### src/source/cache_be_pkg.sv
package cache_be_pkg;

   // Front-end and back-end words have the same width here.
   localparam int ADDR_W        = 16;
   localparam int DATA_W        = 32;
   localparam int NBYTES        = 4;
   localparam int NBYTES_W      = 2;
   localparam int WORD_OFFSET_W = 2;
   localparam int LINE_WORDS    = 4;
   localparam int BUF_DEPTH     = 4;
   localparam int WORD_ADDR_W   = ADDR_W - NBYTES_W;
   localparam int LINE_ADDR_W   = WORD_ADDR_W - WORD_OFFSET_W;

   typedef logic [WORD_ADDR_W-1:0]   word_addr_t;
   typedef logic [LINE_ADDR_W-1:0]   line_addr_t;
   typedef logic [WORD_OFFSET_W-1:0] word_off_t;
   typedef logic [DATA_W-1:0]        data_t;
   typedef logic [NBYTES-1:0]        strb_t;

   // Line refill states.
   typedef enum logic [1:0] {
      RD_IDLE,
      RD_FETCH,
      RD_END
   } rd_state_t;

   // Single write transfer states.
   typedef enum logic {
      WR_IDLE,
      WR_BUSY
   } wr_state_t;

endpackage

### src/source/cache_write_buffer.sv
`timescale 1ns/1ps

module cache_write_buffer (
   input  logic                     clk,
   input  logic                     arst_n,

   input  logic                     buf_valid,
   input  cache_be_pkg::word_addr_t buf_addr,
   input  cache_be_pkg::data_t      buf_wdata,
   input  cache_be_pkg::strb_t      buf_wstrb,
   output logic                     buf_full,

   output logic                     write_valid,
   output cache_be_pkg::word_addr_t write_addr,
   output cache_be_pkg::data_t      write_wdata,
   output cache_be_pkg::strb_t      write_wstrb,
   input  logic                     write_ready,
   output logic                     write_empty
);

   cache_be_pkg::word_addr_t addr_mem [cache_be_pkg::BUF_DEPTH];
   cache_be_pkg::data_t      data_mem [cache_be_pkg::BUF_DEPTH];
   cache_be_pkg::strb_t      strb_mem [cache_be_pkg::BUF_DEPTH];

   logic [$clog2(cache_be_pkg::BUF_DEPTH)-1:0]   wr_ptr;
   logic [$clog2(cache_be_pkg::BUF_DEPTH)-1:0]   rd_ptr;
   logic [$clog2(cache_be_pkg::BUF_DEPTH+1)-1:0] count;

   logic push;
   logic pop;

   // A push into a full buffer is dropped.
   assign push = buf_valid && !buf_full;
   assign pop  = write_valid && write_ready;

   assign buf_full    = (count == cache_be_pkg::BUF_DEPTH);
   assign write_empty = (count == 0);
   assign write_valid = !write_empty;

   // The head entry is always presented to the back end.
   assign write_addr  = addr_mem[rd_ptr];
   assign write_wdata = data_mem[rd_ptr];
   assign write_wstrb = strb_mem[rd_ptr];

   always_ff @(posedge clk) begin
      if (push) begin
         addr_mem[wr_ptr] <= buf_addr;
         data_mem[wr_ptr] <= buf_wdata;
         strb_mem[wr_ptr] <= buf_wstrb;
      end
   end

   always_ff @(posedge clk or negedge arst_n) begin
      if (!arst_n) begin
         wr_ptr <= '0;
         rd_ptr <= '0;
      end else begin
         if (push) begin
            wr_ptr <= (wr_ptr == cache_be_pkg::BUF_DEPTH - 1) ? '0 : wr_ptr + 1'b1;
         end
         if (pop) begin
            rd_ptr <= (rd_ptr == cache_be_pkg::BUF_DEPTH - 1) ? '0 : rd_ptr + 1'b1;
         end
      end
   end

   // Simultaneous push and pop leave the occupancy unchanged.
   always_ff @(posedge clk or negedge arst_n) begin
      if (!arst_n) begin
         count <= '0;
      end else begin
         case ({push, pop})
            2'b10:   count <= count + 1'b1;
            2'b01:   count <= count - 1'b1;
            default: count <= count;
         endcase
      end
   end

endmodule

### src/source/cache_write_channel.sv
`timescale 1ns/1ps

module cache_write_channel (
   input  logic                     clk,
   input  logic                     arst_n,

   input  logic                     valid,
   input  cache_be_pkg::word_addr_t addr,
   input  cache_be_pkg::data_t      wdata,
   input  cache_be_pkg::strb_t      wstrb,
   output logic                     ready,

   output logic                     mem_valid,
   output cache_be_pkg::word_addr_t mem_addr,
   output cache_be_pkg::data_t      mem_wdata,
   output cache_be_pkg::strb_t      mem_wstrb,
   input  logic                     mem_ready,

   output logic                     idle
);

   cache_be_pkg::wr_state_t state;
   cache_be_pkg::wr_state_t state_nxt;

   cache_be_pkg::word_addr_t addr_q;
   cache_be_pkg::data_t      wdata_q;
   cache_be_pkg::strb_t      wstrb_q;

   logic accept;
   logic busy;

   assign busy   = (state == cache_be_pkg::WR_BUSY);
   assign idle   = (state == cache_be_pkg::WR_IDLE);
   assign ready  = idle;
   assign accept = valid && ready;

   always_comb begin
      state_nxt = state;
      case (state)
         cache_be_pkg::WR_IDLE: begin
            if (accept) begin
               state_nxt = cache_be_pkg::WR_BUSY;
            end
         end
         cache_be_pkg::WR_BUSY: begin
            // Hold the word on the port until memory takes it.
            if (mem_ready) begin
               state_nxt = cache_be_pkg::WR_IDLE;
            end
         end
         default: state_nxt = cache_be_pkg::WR_IDLE;
      endcase
   end

   always_ff @(posedge clk or negedge arst_n) begin
      if (!arst_n) begin
         state <= cache_be_pkg::WR_IDLE;
      end else begin
         state <= state_nxt;
      end
   end

   always_ff @(posedge clk) begin
      if (accept) begin
         addr_q  <= addr;
         wdata_q <= wdata;
         wstrb_q <= wstrb;
      end
   end

   assign mem_valid = busy;
   assign mem_addr  = addr_q;
   assign mem_wdata = wdata_q;

   // The strobes are zeroed when idle, since a zero strobe marks a read
   // while the refill channel owns the port.
   assign mem_wstrb = busy ? wstrb_q : '0;

endmodule

### src/source/cache_read_channel.sv
`timescale 1ns/1ps

module cache_read_channel (
   input  logic                     clk,
   input  logic                     arst_n,

   input  logic                     replace_valid,
   input  cache_be_pkg::line_addr_t replace_addr,
   input  logic                     start_ok,
   output logic                     replace,
   output logic                     read_valid,
   output cache_be_pkg::word_off_t  read_addr,
   output cache_be_pkg::data_t      read_rdata,

   output logic                     mem_valid,
   output cache_be_pkg::word_addr_t mem_addr,
   input  cache_be_pkg::data_t      mem_rdata,
   input  logic                     mem_ready
);

   cache_be_pkg::rd_state_t state;
   cache_be_pkg::rd_state_t state_nxt;

   cache_be_pkg::line_addr_t line_q;
   cache_be_pkg::word_off_t  word_cnt;

   logic start;
   logic fetch;
   logic last_word;

   assign fetch     = (state == cache_be_pkg::RD_FETCH);
   assign start     = (state == cache_be_pkg::RD_IDLE) && replace_valid && start_ok;
   assign last_word = (word_cnt == cache_be_pkg::word_off_t'(cache_be_pkg::LINE_WORDS - 1));

   always_comb begin
      state_nxt = state;
      case (state)
         cache_be_pkg::RD_IDLE: begin
            if (start) begin
               state_nxt = cache_be_pkg::RD_FETCH;
            end
         end
         cache_be_pkg::RD_FETCH: begin
            if (mem_ready && last_word) begin
               state_nxt = cache_be_pkg::RD_END;
            end
         end
         // One quiet cycle lets the requester see replace fall.
         cache_be_pkg::RD_END: begin
            state_nxt = cache_be_pkg::RD_IDLE;
         end
         default: state_nxt = cache_be_pkg::RD_IDLE;
      endcase
   end

   always_ff @(posedge clk or negedge arst_n) begin
      if (!arst_n) begin
         state <= cache_be_pkg::RD_IDLE;
      end else begin
         state <= state_nxt;
      end
   end

   always_ff @(posedge clk or negedge arst_n) begin
      if (!arst_n) begin
         word_cnt <= '0;
      end else if (start) begin
         word_cnt <= '0;
      end else if (fetch && mem_ready) begin
         word_cnt <= word_cnt + 1'b1;
      end
   end

   always_ff @(posedge clk) begin
      if (start) begin
         line_q <= replace_addr;
      end
   end

   assign replace   = fetch;
   assign mem_valid = fetch;
   assign mem_addr  = {line_q, word_cnt};

   // Each returned word goes straight back with its offset in the line.
   assign read_valid = fetch && mem_ready;
   assign read_addr  = word_cnt;
   assign read_rdata = mem_rdata;

endmodule

### src/source/cache_back_end.sv
`timescale 1ns/1ps

module cache_back_end (
   input  logic                     clk,
   input  logic                     arst_n,

   input  logic                     write_valid,
   input  cache_be_pkg::word_addr_t write_addr,
   input  cache_be_pkg::data_t      write_wdata,
   input  cache_be_pkg::strb_t      write_wstrb,
   output logic                     write_ready,
   input  logic                     write_empty,

   input  logic                     replace_valid,
   input  cache_be_pkg::line_addr_t replace_addr,
   output logic                     replace,
   output logic                     read_valid,
   output cache_be_pkg::word_off_t  read_addr,
   output cache_be_pkg::data_t      read_rdata,

   output logic                     mem_valid,
   output cache_be_pkg::word_addr_t mem_addr,
   output cache_be_pkg::data_t      mem_wdata,
   output cache_be_pkg::strb_t      mem_wstrb,
   input  cache_be_pkg::data_t      mem_rdata,
   input  logic                     mem_ready
);

   cache_be_pkg::word_addr_t mem_addr_read;
   cache_be_pkg::word_addr_t mem_addr_write;
   logic mem_valid_read;
   logic mem_valid_write;
   logic write_idle;
   logic write_ready_fsm;
   logic start_ok;

   // A refill waits until every earlier write has left the buffer and the port.
   assign start_ok = write_empty && write_idle;

   // Writes are held off for the whole refill. Ready is masked as well so
   // the buffer does not pop a word the channel never took.
   assign write_ready = write_ready_fsm && !replace;

   assign mem_valid = mem_valid_read | mem_valid_write;
   assign mem_addr  = mem_valid_read ? mem_addr_read : mem_addr_write;

   cache_read_channel read_fsm (
      .clk           (clk),
      .arst_n        (arst_n),
      .replace_valid (replace_valid),
      .replace_addr  (replace_addr),
      .start_ok      (start_ok),
      .replace       (replace),
      .read_valid    (read_valid),
      .read_addr     (read_addr),
      .read_rdata    (read_rdata),
      .mem_valid     (mem_valid_read),
      .mem_addr      (mem_addr_read),
      .mem_rdata     (mem_rdata),
      .mem_ready     (mem_ready)
   );

   cache_write_channel write_fsm (
      .clk       (clk),
      .arst_n    (arst_n),
      .valid     (write_valid && !replace),
      .addr      (write_addr),
      .wdata     (write_wdata),
      .wstrb     (write_wstrb),
      .ready     (write_ready_fsm),
      .mem_valid (mem_valid_write),
      .mem_addr  (mem_addr_write),
      .mem_wdata (mem_wdata),
      .mem_wstrb (mem_wstrb),
      .mem_ready (mem_ready),
      .idle      (write_idle)
   );

endmodule

### src/source/cache_be_subsystem.sv
`timescale 1ns/1ps

module cache_be_subsystem (
   input  logic                     clk,
   input  logic                     arst_n,

   input  logic                     buf_valid,
   input  cache_be_pkg::word_addr_t buf_addr,
   input  cache_be_pkg::data_t      buf_wdata,
   input  cache_be_pkg::strb_t      buf_wstrb,
   output logic                     buf_full,

   input  logic                     replace_valid,
   input  cache_be_pkg::line_addr_t replace_addr,
   output logic                     replace,
   output logic                     read_valid,
   output cache_be_pkg::word_off_t  read_addr,
   output cache_be_pkg::data_t      read_rdata,

   output logic                     mem_valid,
   output cache_be_pkg::word_addr_t mem_addr,
   output cache_be_pkg::data_t      mem_wdata,
   output cache_be_pkg::strb_t      mem_wstrb,
   input  cache_be_pkg::data_t      mem_rdata,
   input  logic                     mem_ready
);

   logic                     write_valid;
   cache_be_pkg::word_addr_t write_addr;
   cache_be_pkg::data_t      write_wdata;
   cache_be_pkg::strb_t      write_wstrb;
   logic                     write_ready;
   logic                     write_empty;

   cache_write_buffer wbuf_i (
      .clk         (clk),
      .arst_n      (arst_n),
      .buf_valid   (buf_valid),
      .buf_addr    (buf_addr),
      .buf_wdata   (buf_wdata),
      .buf_wstrb   (buf_wstrb),
      .buf_full    (buf_full),
      .write_valid (write_valid),
      .write_addr  (write_addr),
      .write_wdata (write_wdata),
      .write_wstrb (write_wstrb),
      .write_ready (write_ready),
      .write_empty (write_empty)
   );

   cache_back_end back_end_i (
      .clk           (clk),
      .arst_n        (arst_n),
      .write_valid   (write_valid),
      .write_addr    (write_addr),
      .write_wdata   (write_wdata),
      .write_wstrb   (write_wstrb),
      .write_ready   (write_ready),
      .write_empty   (write_empty),
      .replace_valid (replace_valid),
      .replace_addr  (replace_addr),
      .replace       (replace),
      .read_valid    (read_valid),
      .read_addr     (read_addr),
      .read_rdata    (read_rdata),
      .mem_valid     (mem_valid),
      .mem_addr      (mem_addr),
      .mem_wdata     (mem_wdata),
      .mem_wstrb     (mem_wstrb),
      .mem_rdata     (mem_rdata),
      .mem_ready     (mem_ready)
   );

endmodule

### config.mk
export PLATFORM = sky130hd
export DESIGN_NAME = cache_be_subsystem
export DESIGN_NICKNAME = d
export VERILOG_FILES = /design/src/source/cache_be_pkg.sv /design/src/source/cache_write_buffer.sv /design/src/source/cache_write_channel.sv /design/src/source/cache_read_channel.sv /design/src/source/cache_back_end.sv /design/src/source/cache_be_subsystem.sv
export SDC_FILE = /design/constraint.sdc
export NUM_CORES = 1
export LEC_CHECK = 0
export BUFFER_PORTS_ARGS = -buffer_cell sky130_fd_sc_hd__buf_2
export CAP_MARGIN = 10
export CELL_PAD_IN_SITES_DETAIL_PLACEMENT = 1
export CELL_PAD_IN_SITES_GLOBAL_PLACEMENT = 1
export CORE_MARGIN = 2
export CORE_UTILIZATION = 43
export DETAILED_ROUTE_END_ITERATION = 6
export PLACE_DENSITY_LB_ADDON = 0.3
export SYNTH_ARGS = -nofsm -noshare
export SYNTH_HDL_FRONTEND = slang
export SYNTH_SLANG_ARGS = --single-unit
### constraint.sdc
create_clock -name clk -period 4.4 [get_ports clk]
set_input_delay 0.44 -clock clk [delete_from_list [all_inputs] [get_ports clk]]
set_output_delay 0.44 -clock clk [all_outputs]
set_load 0.05 [all_outputs]
# Yosys cells after proc, flatten, opt, wreduce, memory -nomap -nowiden
# Memories as Yosys holds them, arrays and structs flattened. A register that Yosys moved wholly into a read port is not among the register bits.
# Index checks and enable logic that the tools add are counted.
dict set report totals {
  reg_bits 24
  latchBits 0
  ram_bits 200
  rom_bits 0
  in_bits 99
  out_inout_bits 88
  wordCells 59
  n_memories 3
}
dict set report classes {
  addsub 5
  multipliers 0
  div_mod_pow 0
  magnitude_cmp 0
  eq_ne 9
  n_shift 0
  n_mux 15
  bitwise 2
  n_reduce_logical 18
}
# name depth word_bits rd rd_clocked_by_memory_dff wr line
set mem_list {}
lappend mem_list {wbuf_i.data_mem 4 32 1 1 1 cache_write_buffer.sv:22} ;# cache_be_pkg::data_t data_mem [cache_be_pkg::BUF_DEPTH];
lappend mem_list {wbuf_i.addr_mem 4 14 1 1 1 cache_write_buffer.sv:21} ;# cache_be_pkg::word_addr_t addr_mem [cache_be_pkg::BUF_DEPTH];
lappend mem_list {wbuf_i.strb_mem 4 4 1 1 1 cache_write_buffer.sv:23} ;# cache_be_pkg::strb_t strb_mem [cache_be_pkg::BUF_DEPTH];
# op n
set ops {}
lappend ops {{$mux W14} 1}
lappend ops {{$mux W2} 6}
lappend ops {{$logic_and A1 B1 Y1} 10}
lappend ops {{$eq A2 B2 Y1 const B} 4}
lappend ops {{$add A2 B1 Y2 const B} 3}
lappend ops {{$pmux W3 S2} 1}
lappend ops {{$eq A2 B1 Y1 const B} 2}
lappend ops {{$mux W1} 4}
lappend ops {{$mux W4} 1}
lappend ops {{$ne A2 B2 Y1 const B} 2}
lappend ops {{$pmux W2 S2} 1}
lappend ops {{$reduce_bool A2 Y1} 2}
lappend ops {{$add A3 B1 Y3 const B} 1}
lappend ops {{$eq A3 B3 Y1 const B} 1}
lappend ops {{$logic_not A1 Y1} 3}
lappend ops {{$logic_not A3 Y1} 1}
lappend ops {{$sub A3 B1 Y3 const B} 1}
lappend ops {{$logic_not A2 Y1} 1}
lappend ops {{$pmux W1 S2} 1}
lappend ops {{$reduce_and A2 Y1} 1}
lappend ops {{$not A1 Y1} 1}
lappend ops {{$or A1 B1 Y1} 1}

# Logic depth before layout (Yosys ltp)
dict set report depth {
  ltp_word 6
  ltp_mapped 8
  depth_no_buf 8
}

# Hierarchy
# A second synthesis with hierarchy kept.
dict set report hier_totals {
  cells_unflattened 446
  hier_area_um2 10392.5
}
# mod instances cells_per_inst area_per_inst_um2 seq_area_each_um2
set modules_own_cells {}
lappend modules_own_cells {cache_write_buffer 1 303 7741.2 6180.9}
lappend modules_own_cells {cache_write_channel 1 59 1576.5 1526.5}
lappend modules_own_cells {cache_read_channel 1 64 827.0 460.4}
lappend modules_own_cells {cache_back_end 1 20 247.7 0.0}

# Worst setup path before layout
# No wires, ideal clock.
dict set report synth_path {
  path_kind {register to register}
  from {reg back_end_i.read_fsm.state[0]}
  to {reg back_end_i.write_fsm.addr_q[0] (netlist: back_end_i.write_fsm.mem_addr[0]) (read register of wbuf_i.addr_mem) (enable)}
  setup_time_ns 0.520
  t_arrival_ns 4.154
  required_time_ns 3.880
  path_slack_ns -0.273
  stages_incl_launch_ff 4
  n_path_buf 1
  synth_period_minus_slack_ns 4.673
  path_cell_list {dfrtp_1 -> nor2b_4 -> buf_4 -> nor3_1}
}
dict set report synth_between {
  elab_chain_len 4
}
# item line
set synth_lines {}
lappend synth_lines {{start: declaration} cache_read_channel.sv:21} ;# cache_be_pkg::rd_state_t state;
lappend synth_lines {{start signal: assignment} cache_read_channel.sv:58} ;# state <= cache_be_pkg::RD_IDLE;
lappend synth_lines {{start signal: assignment} cache_read_channel.sv:60} ;# state <= state_nxt;
lappend synth_lines {{$eq A2 B1 Y1} cache_read_channel.sv:31} ;# assign fetch = (state == cache_be_pkg::RD_FETCH);
lappend synth_lines {{via replace} cache_be_subsystem.sv:15} ;# output logic replace,
lappend synth_lines {{$logic_not A1 Y1} cache_back_end.sv:66} ;# .valid (write_valid && !replace),
lappend synth_lines {{$logic_and A1 B1 Y1} cache_back_end.sv:66}
lappend synth_lines {{$logic_and A1 B1 Y1} cache_write_channel.sv:35} ;# assign accept = valid && ready;
lappend synth_lines {{via back_end_i.write_fsm.accept} cache_write_channel.sv:29} ;# logic accept;
lappend synth_lines {{end: declaration} cache_write_channel.sv:25} ;# cache_be_pkg::word_addr_t addr_q;
# The timed path passes the listed nets, and every way through them passes these cells.
# A chain may end at the register's enable or synchronous reset.

# Worst setup path in the final report
dict set report layout_path {
  from {reg back_end_i.read_fsm.state[1]}
  to {out mem_addr[8]}
}
dict set report layout_between {
  elab_chain_len 2
}
# item line
set layout_lines {}
lappend layout_lines {{$eq A2 B1 Y1} cache_read_channel.sv:31}
lappend layout_lines {{$mux W14} cache_back_end.sv:45} ;# assign mem_addr = mem_valid_read ? mem_addr_read : mem_addr_write;
lappend layout_lines {{end: declaration} cache_be_subsystem.sv:21} ;# output cache_be_pkg::word_addr_t mem_addr,
# Every way passes these cells.

==> impl_metrics.env <==
export IMPL_power_internal_w=0.00609
export IMPL_slew_headroom_pct=23.0
export IMPL_hold_violations=0
export IMPL_fp_dieW_um=159
export IMPL_power_frac_seq_pct=45.0
export IMPL_crit_fanout=21
export IMPL_syn_nets=544
export IMPL_wl_met3_um=1020
export IMPL_worstMarginPinSlew_ps=1150
export IMPL_dr_total_vias=4455
export IMPL_worst_hold_slack_ps=92.6
export IMPL_worstSetupPathType="flop to primary output"
export IMPL_timing_final_ws_setup_ps=1870
export IMPL_drv_slew=0
export IMPL_die_y_um=159
export IMPL_clk_path_buf_depth=3
export IMPL_layout_drive_gt1_share_pct=42.9
export IMPL_die_area_sq_mm=0.0252
export IMPL_cts_tree="done"
export IMPL_finalSetupViolCount=0
export IMPL_p_sw_w=0.00320
export IMPL_pwr_share_comb_pct=30.2
export IMPL_power_share_switching_pct=34.5
export IMPL_yosysTopAreaCellShare_pct=76.3
export IMPL_synthArstFlopShare_pct=4.38
export IMPL_overflow=0
export IMPL_synthCells=437
export IMPL_setup_tns_ps=0
export IMPL_initial_core_util_pct=43.9
export IMPL_r2r_slack_ps=1910
export IMPL_p_clk_share_pct=24.9
export IMPL_hpwl_um=11500
export IMPL_io_buffers=122
export IMPL_dp_slack_ps=1830
export IMPL_h_tree_depth=1
export IMPL_netlist_area_sq_mm=0.0103
export IMPL_via_per_inst=5.02
export IMPL_ys_warn_count=0
export IMPL_p_leak_nw=4.12
export IMPL_cts_buffers=28
export IMPL_wl_per_cell_um=21.5
export IMPL_ys_ff_latch=274
export IMPL_cellPowerDensity_mw_per_mm2=781
export IMPL_synth_avg_cell_area_sq_um=23.6
export IMPL_row_count=56
export IMPL_boundaryPins=187
export IMPL_fmax_ghz=0.395
export IMPL_synth_edf_count=262
export IMPL_synthFlopType="edfxtp_1"
export IMPL_finClkSkew_ps=12.4
export IMPL_core_area_sq_mm=0.0235
export IMPL_synth_common_cells="262 x edfxtp_1, 48 x mux4_2, 35 x buf_4"
export IMPL_grt_pass1_vias=5046
export IMPL_endpoint_kind="primary output"
export IMPL_ys_seq_area_share_pct=79.2
export IMPL_period_share_pct=57.5
export IMPL_post_cts_buffers=0
export IMPL_post_route_drc_count=0
export IMPL_n_antenna_cell=0
export IMPL_routed_wl_um=19100
export IMPL_cts_hold_fix_buffers=1
export IMPL_routed_wl_met2_um=9510
export IMPL_synth_top_area_cell="edfxtp_1"
export IMPL_top_layer="met4"
export IMPL_cts_resized=0
export IMPL_peakVddDrop_v=0.000462
export IMPL_cp_start_kind="flop"
export IMPL_maxCapViolCount=0
export IMPL_grt_pass1_wl_um=30000
export IMPL_grt_total_usage_pct=15.5
export IMPL_detail_route_antenna_nets=0
export IMPL_grt_start_max_net_pins=54
export IMPL_clk_pin_slew_ps=50
export IMPL_gp_congestion=0.706
export IMPL_clock_root_buffer="clkbuf_16"
export IMPL_syn_to_final_growth_pct=15.3
export IMPL_ys_types=31
export IMPL_min_path_type="input pin to flop"
export IMPL_drt_pass1_iterations=4
export IMPL_clkSinkCount=274
export IMPL_initialDrtViolationCount=213
export IMPL_final_net_count=655
export IMPL_period_needed_ps=2530
export IMPL_antenna_found_initial=0
export IMPL_rsz0062_at_grt="false"
export IMPL_required_ps=3960
export IMPL_clock_latency_ps=530
export IMPL_status="finished, final reports clean"
export IMPL_worstPathArrival_ps=2090
export IMPL_drt_met1_wl_um=8160
export IMPL_synth_most_common_cell="edfxtp_1"
export IMPL_netlist_top_cells_area="edfxtp_1 76%, mux4_2 10%, dfrtp_1 2.9%, buf_4 2.5%, mux2_2 1.9%"
cells by family after synthesis:
kind of cell | share of synthesized area (%)
mux | 13.1
fa+ha+maj | 1.04
flops | 79.2
simple gates | 1.88
compound gates | 0.182
buf+inv | 4.20
xor+xnor | 0.340
final cells by class:
class | count | area (sq um)
Tap cell | 319 | 399
Clock inverter | 11 | 135
Fill cell | 2114 | 11600
Multi-Input combinational cell | 110 | 1730
Timing Repair Buffer | 129 | 666
Inverter | 5 | 18.8
Sequential cell | 274 | 8170
Clock buffer | 40 | 766
layout by cell type, fill, tap and decap left out, types with 2 or more instances in the layout:
| cell | instances |
|---|---|
| and2_1 | 4 |
| and2_2 | 4 |
| buf_2 | 122 |
| buf_4 | 6 |
| bufinv_16 | 3 |
| clkbuf_1 | 10 |
| clkbuf_16 | 28 |
| clkbuf_8 | 2 |
| clkinv_1 | 5 |
| clkinv_2 | 2 |
| dfrtp_1 | 10 |
| edfxtp_1 | 262 |
| ha_1 | 7 |
| inv_1 | 5 |
| mux2_2 | 17 |
| mux2_4 | 2 |
| mux4_1 | 2 |
| mux4_2 | 48 |
| nand2_1 | 2 |
| nor2_1 | 5 |
| nor2b_4 | 2 |
| nor3_4 | 3 |
| xnor2_1 | 2 |
| xor2_1 | 2 |
registers in the layout, summed over array words and instances (netlist names), 3 cells and up:
signal                          flops
back_end_i.write_fsm.mem_addr      14
wbuf_i.addr_mem                    56
wbuf_i.data_mem                   128
back_end_i.write_fsm.mem_wdata     32
wbuf_i.count                        3
wbuf_i.strb_mem                    16
back_end_i.write_fsm.wstrb_q        4
back_end_i.read_fsm.line_q         12
power by group through the flow:
stage	clock network (W)	logic [W]	registers, W
finish	0.00231	0.00280	0.00418
global route	0.00245	0.00297	0.00428
CTS	0.00237	0.00286	0.00421
detailed placement	0	0.00284	0.00426
global placement	0	0.00279	0.00421
floorplan	0	0.00195	0.00454
through the flow:
stage          total power [W]  util [%]  std cells  cell area, sq um
6_report               0.00929      50.6        888             11900
5_1_grt                0.00971      50.6        888             11900
4_1_cts                0.00944      50.6        888             11900
3_5_place_dp           0.00710      46.7        836             11000
3_3_place_gp           0.00700      46.7        836             11000
2_1_floorplan          0.00649         -        437             10300
final timing paths:
kind / from / to / cells after the start
max: back_end_i.read_fsm.state[1]$_DFFE_PN0P_ / mem_addr[8] / 3
min: replace_addr[2] / back_end_i.read_fsm.line_q[2]$_DFFE_PP_ / 1
max reg2reg: wbuf_i.count[2]$_DFFE_PN0P_ / wbuf_i.strb_mem[0][1]$_DFFE_PP_ / 4
min reg2reg: wbuf_i.count[2]$_DFFE_PN0P_ / wbuf_i.count[2]$_DFFE_PN0P_ / 1
max in group asynchronous: arst_n / wbuf_i.rd_ptr[0]$_DFFE_PN0P_ / 2
min in group asynchronous: arst_n / wbuf_i.count[0]$_DFFE_PN0P_ / 2
critical path, cell delays in order, from the launching register on:
cell     delay (ps)
dfrtp_1         420
nor2b_4         520
mux2_2          410
buf_2           210
layer usage:
metal / GRT usage [%] / up-vias
li1: - / 1964
met1: 20.1 / 2304
met2: 26.5 / 152
met3: 3.40 / 35
met4: 4.34 / 0
met5: 0 / -
(Power assumes the default switching activity.)
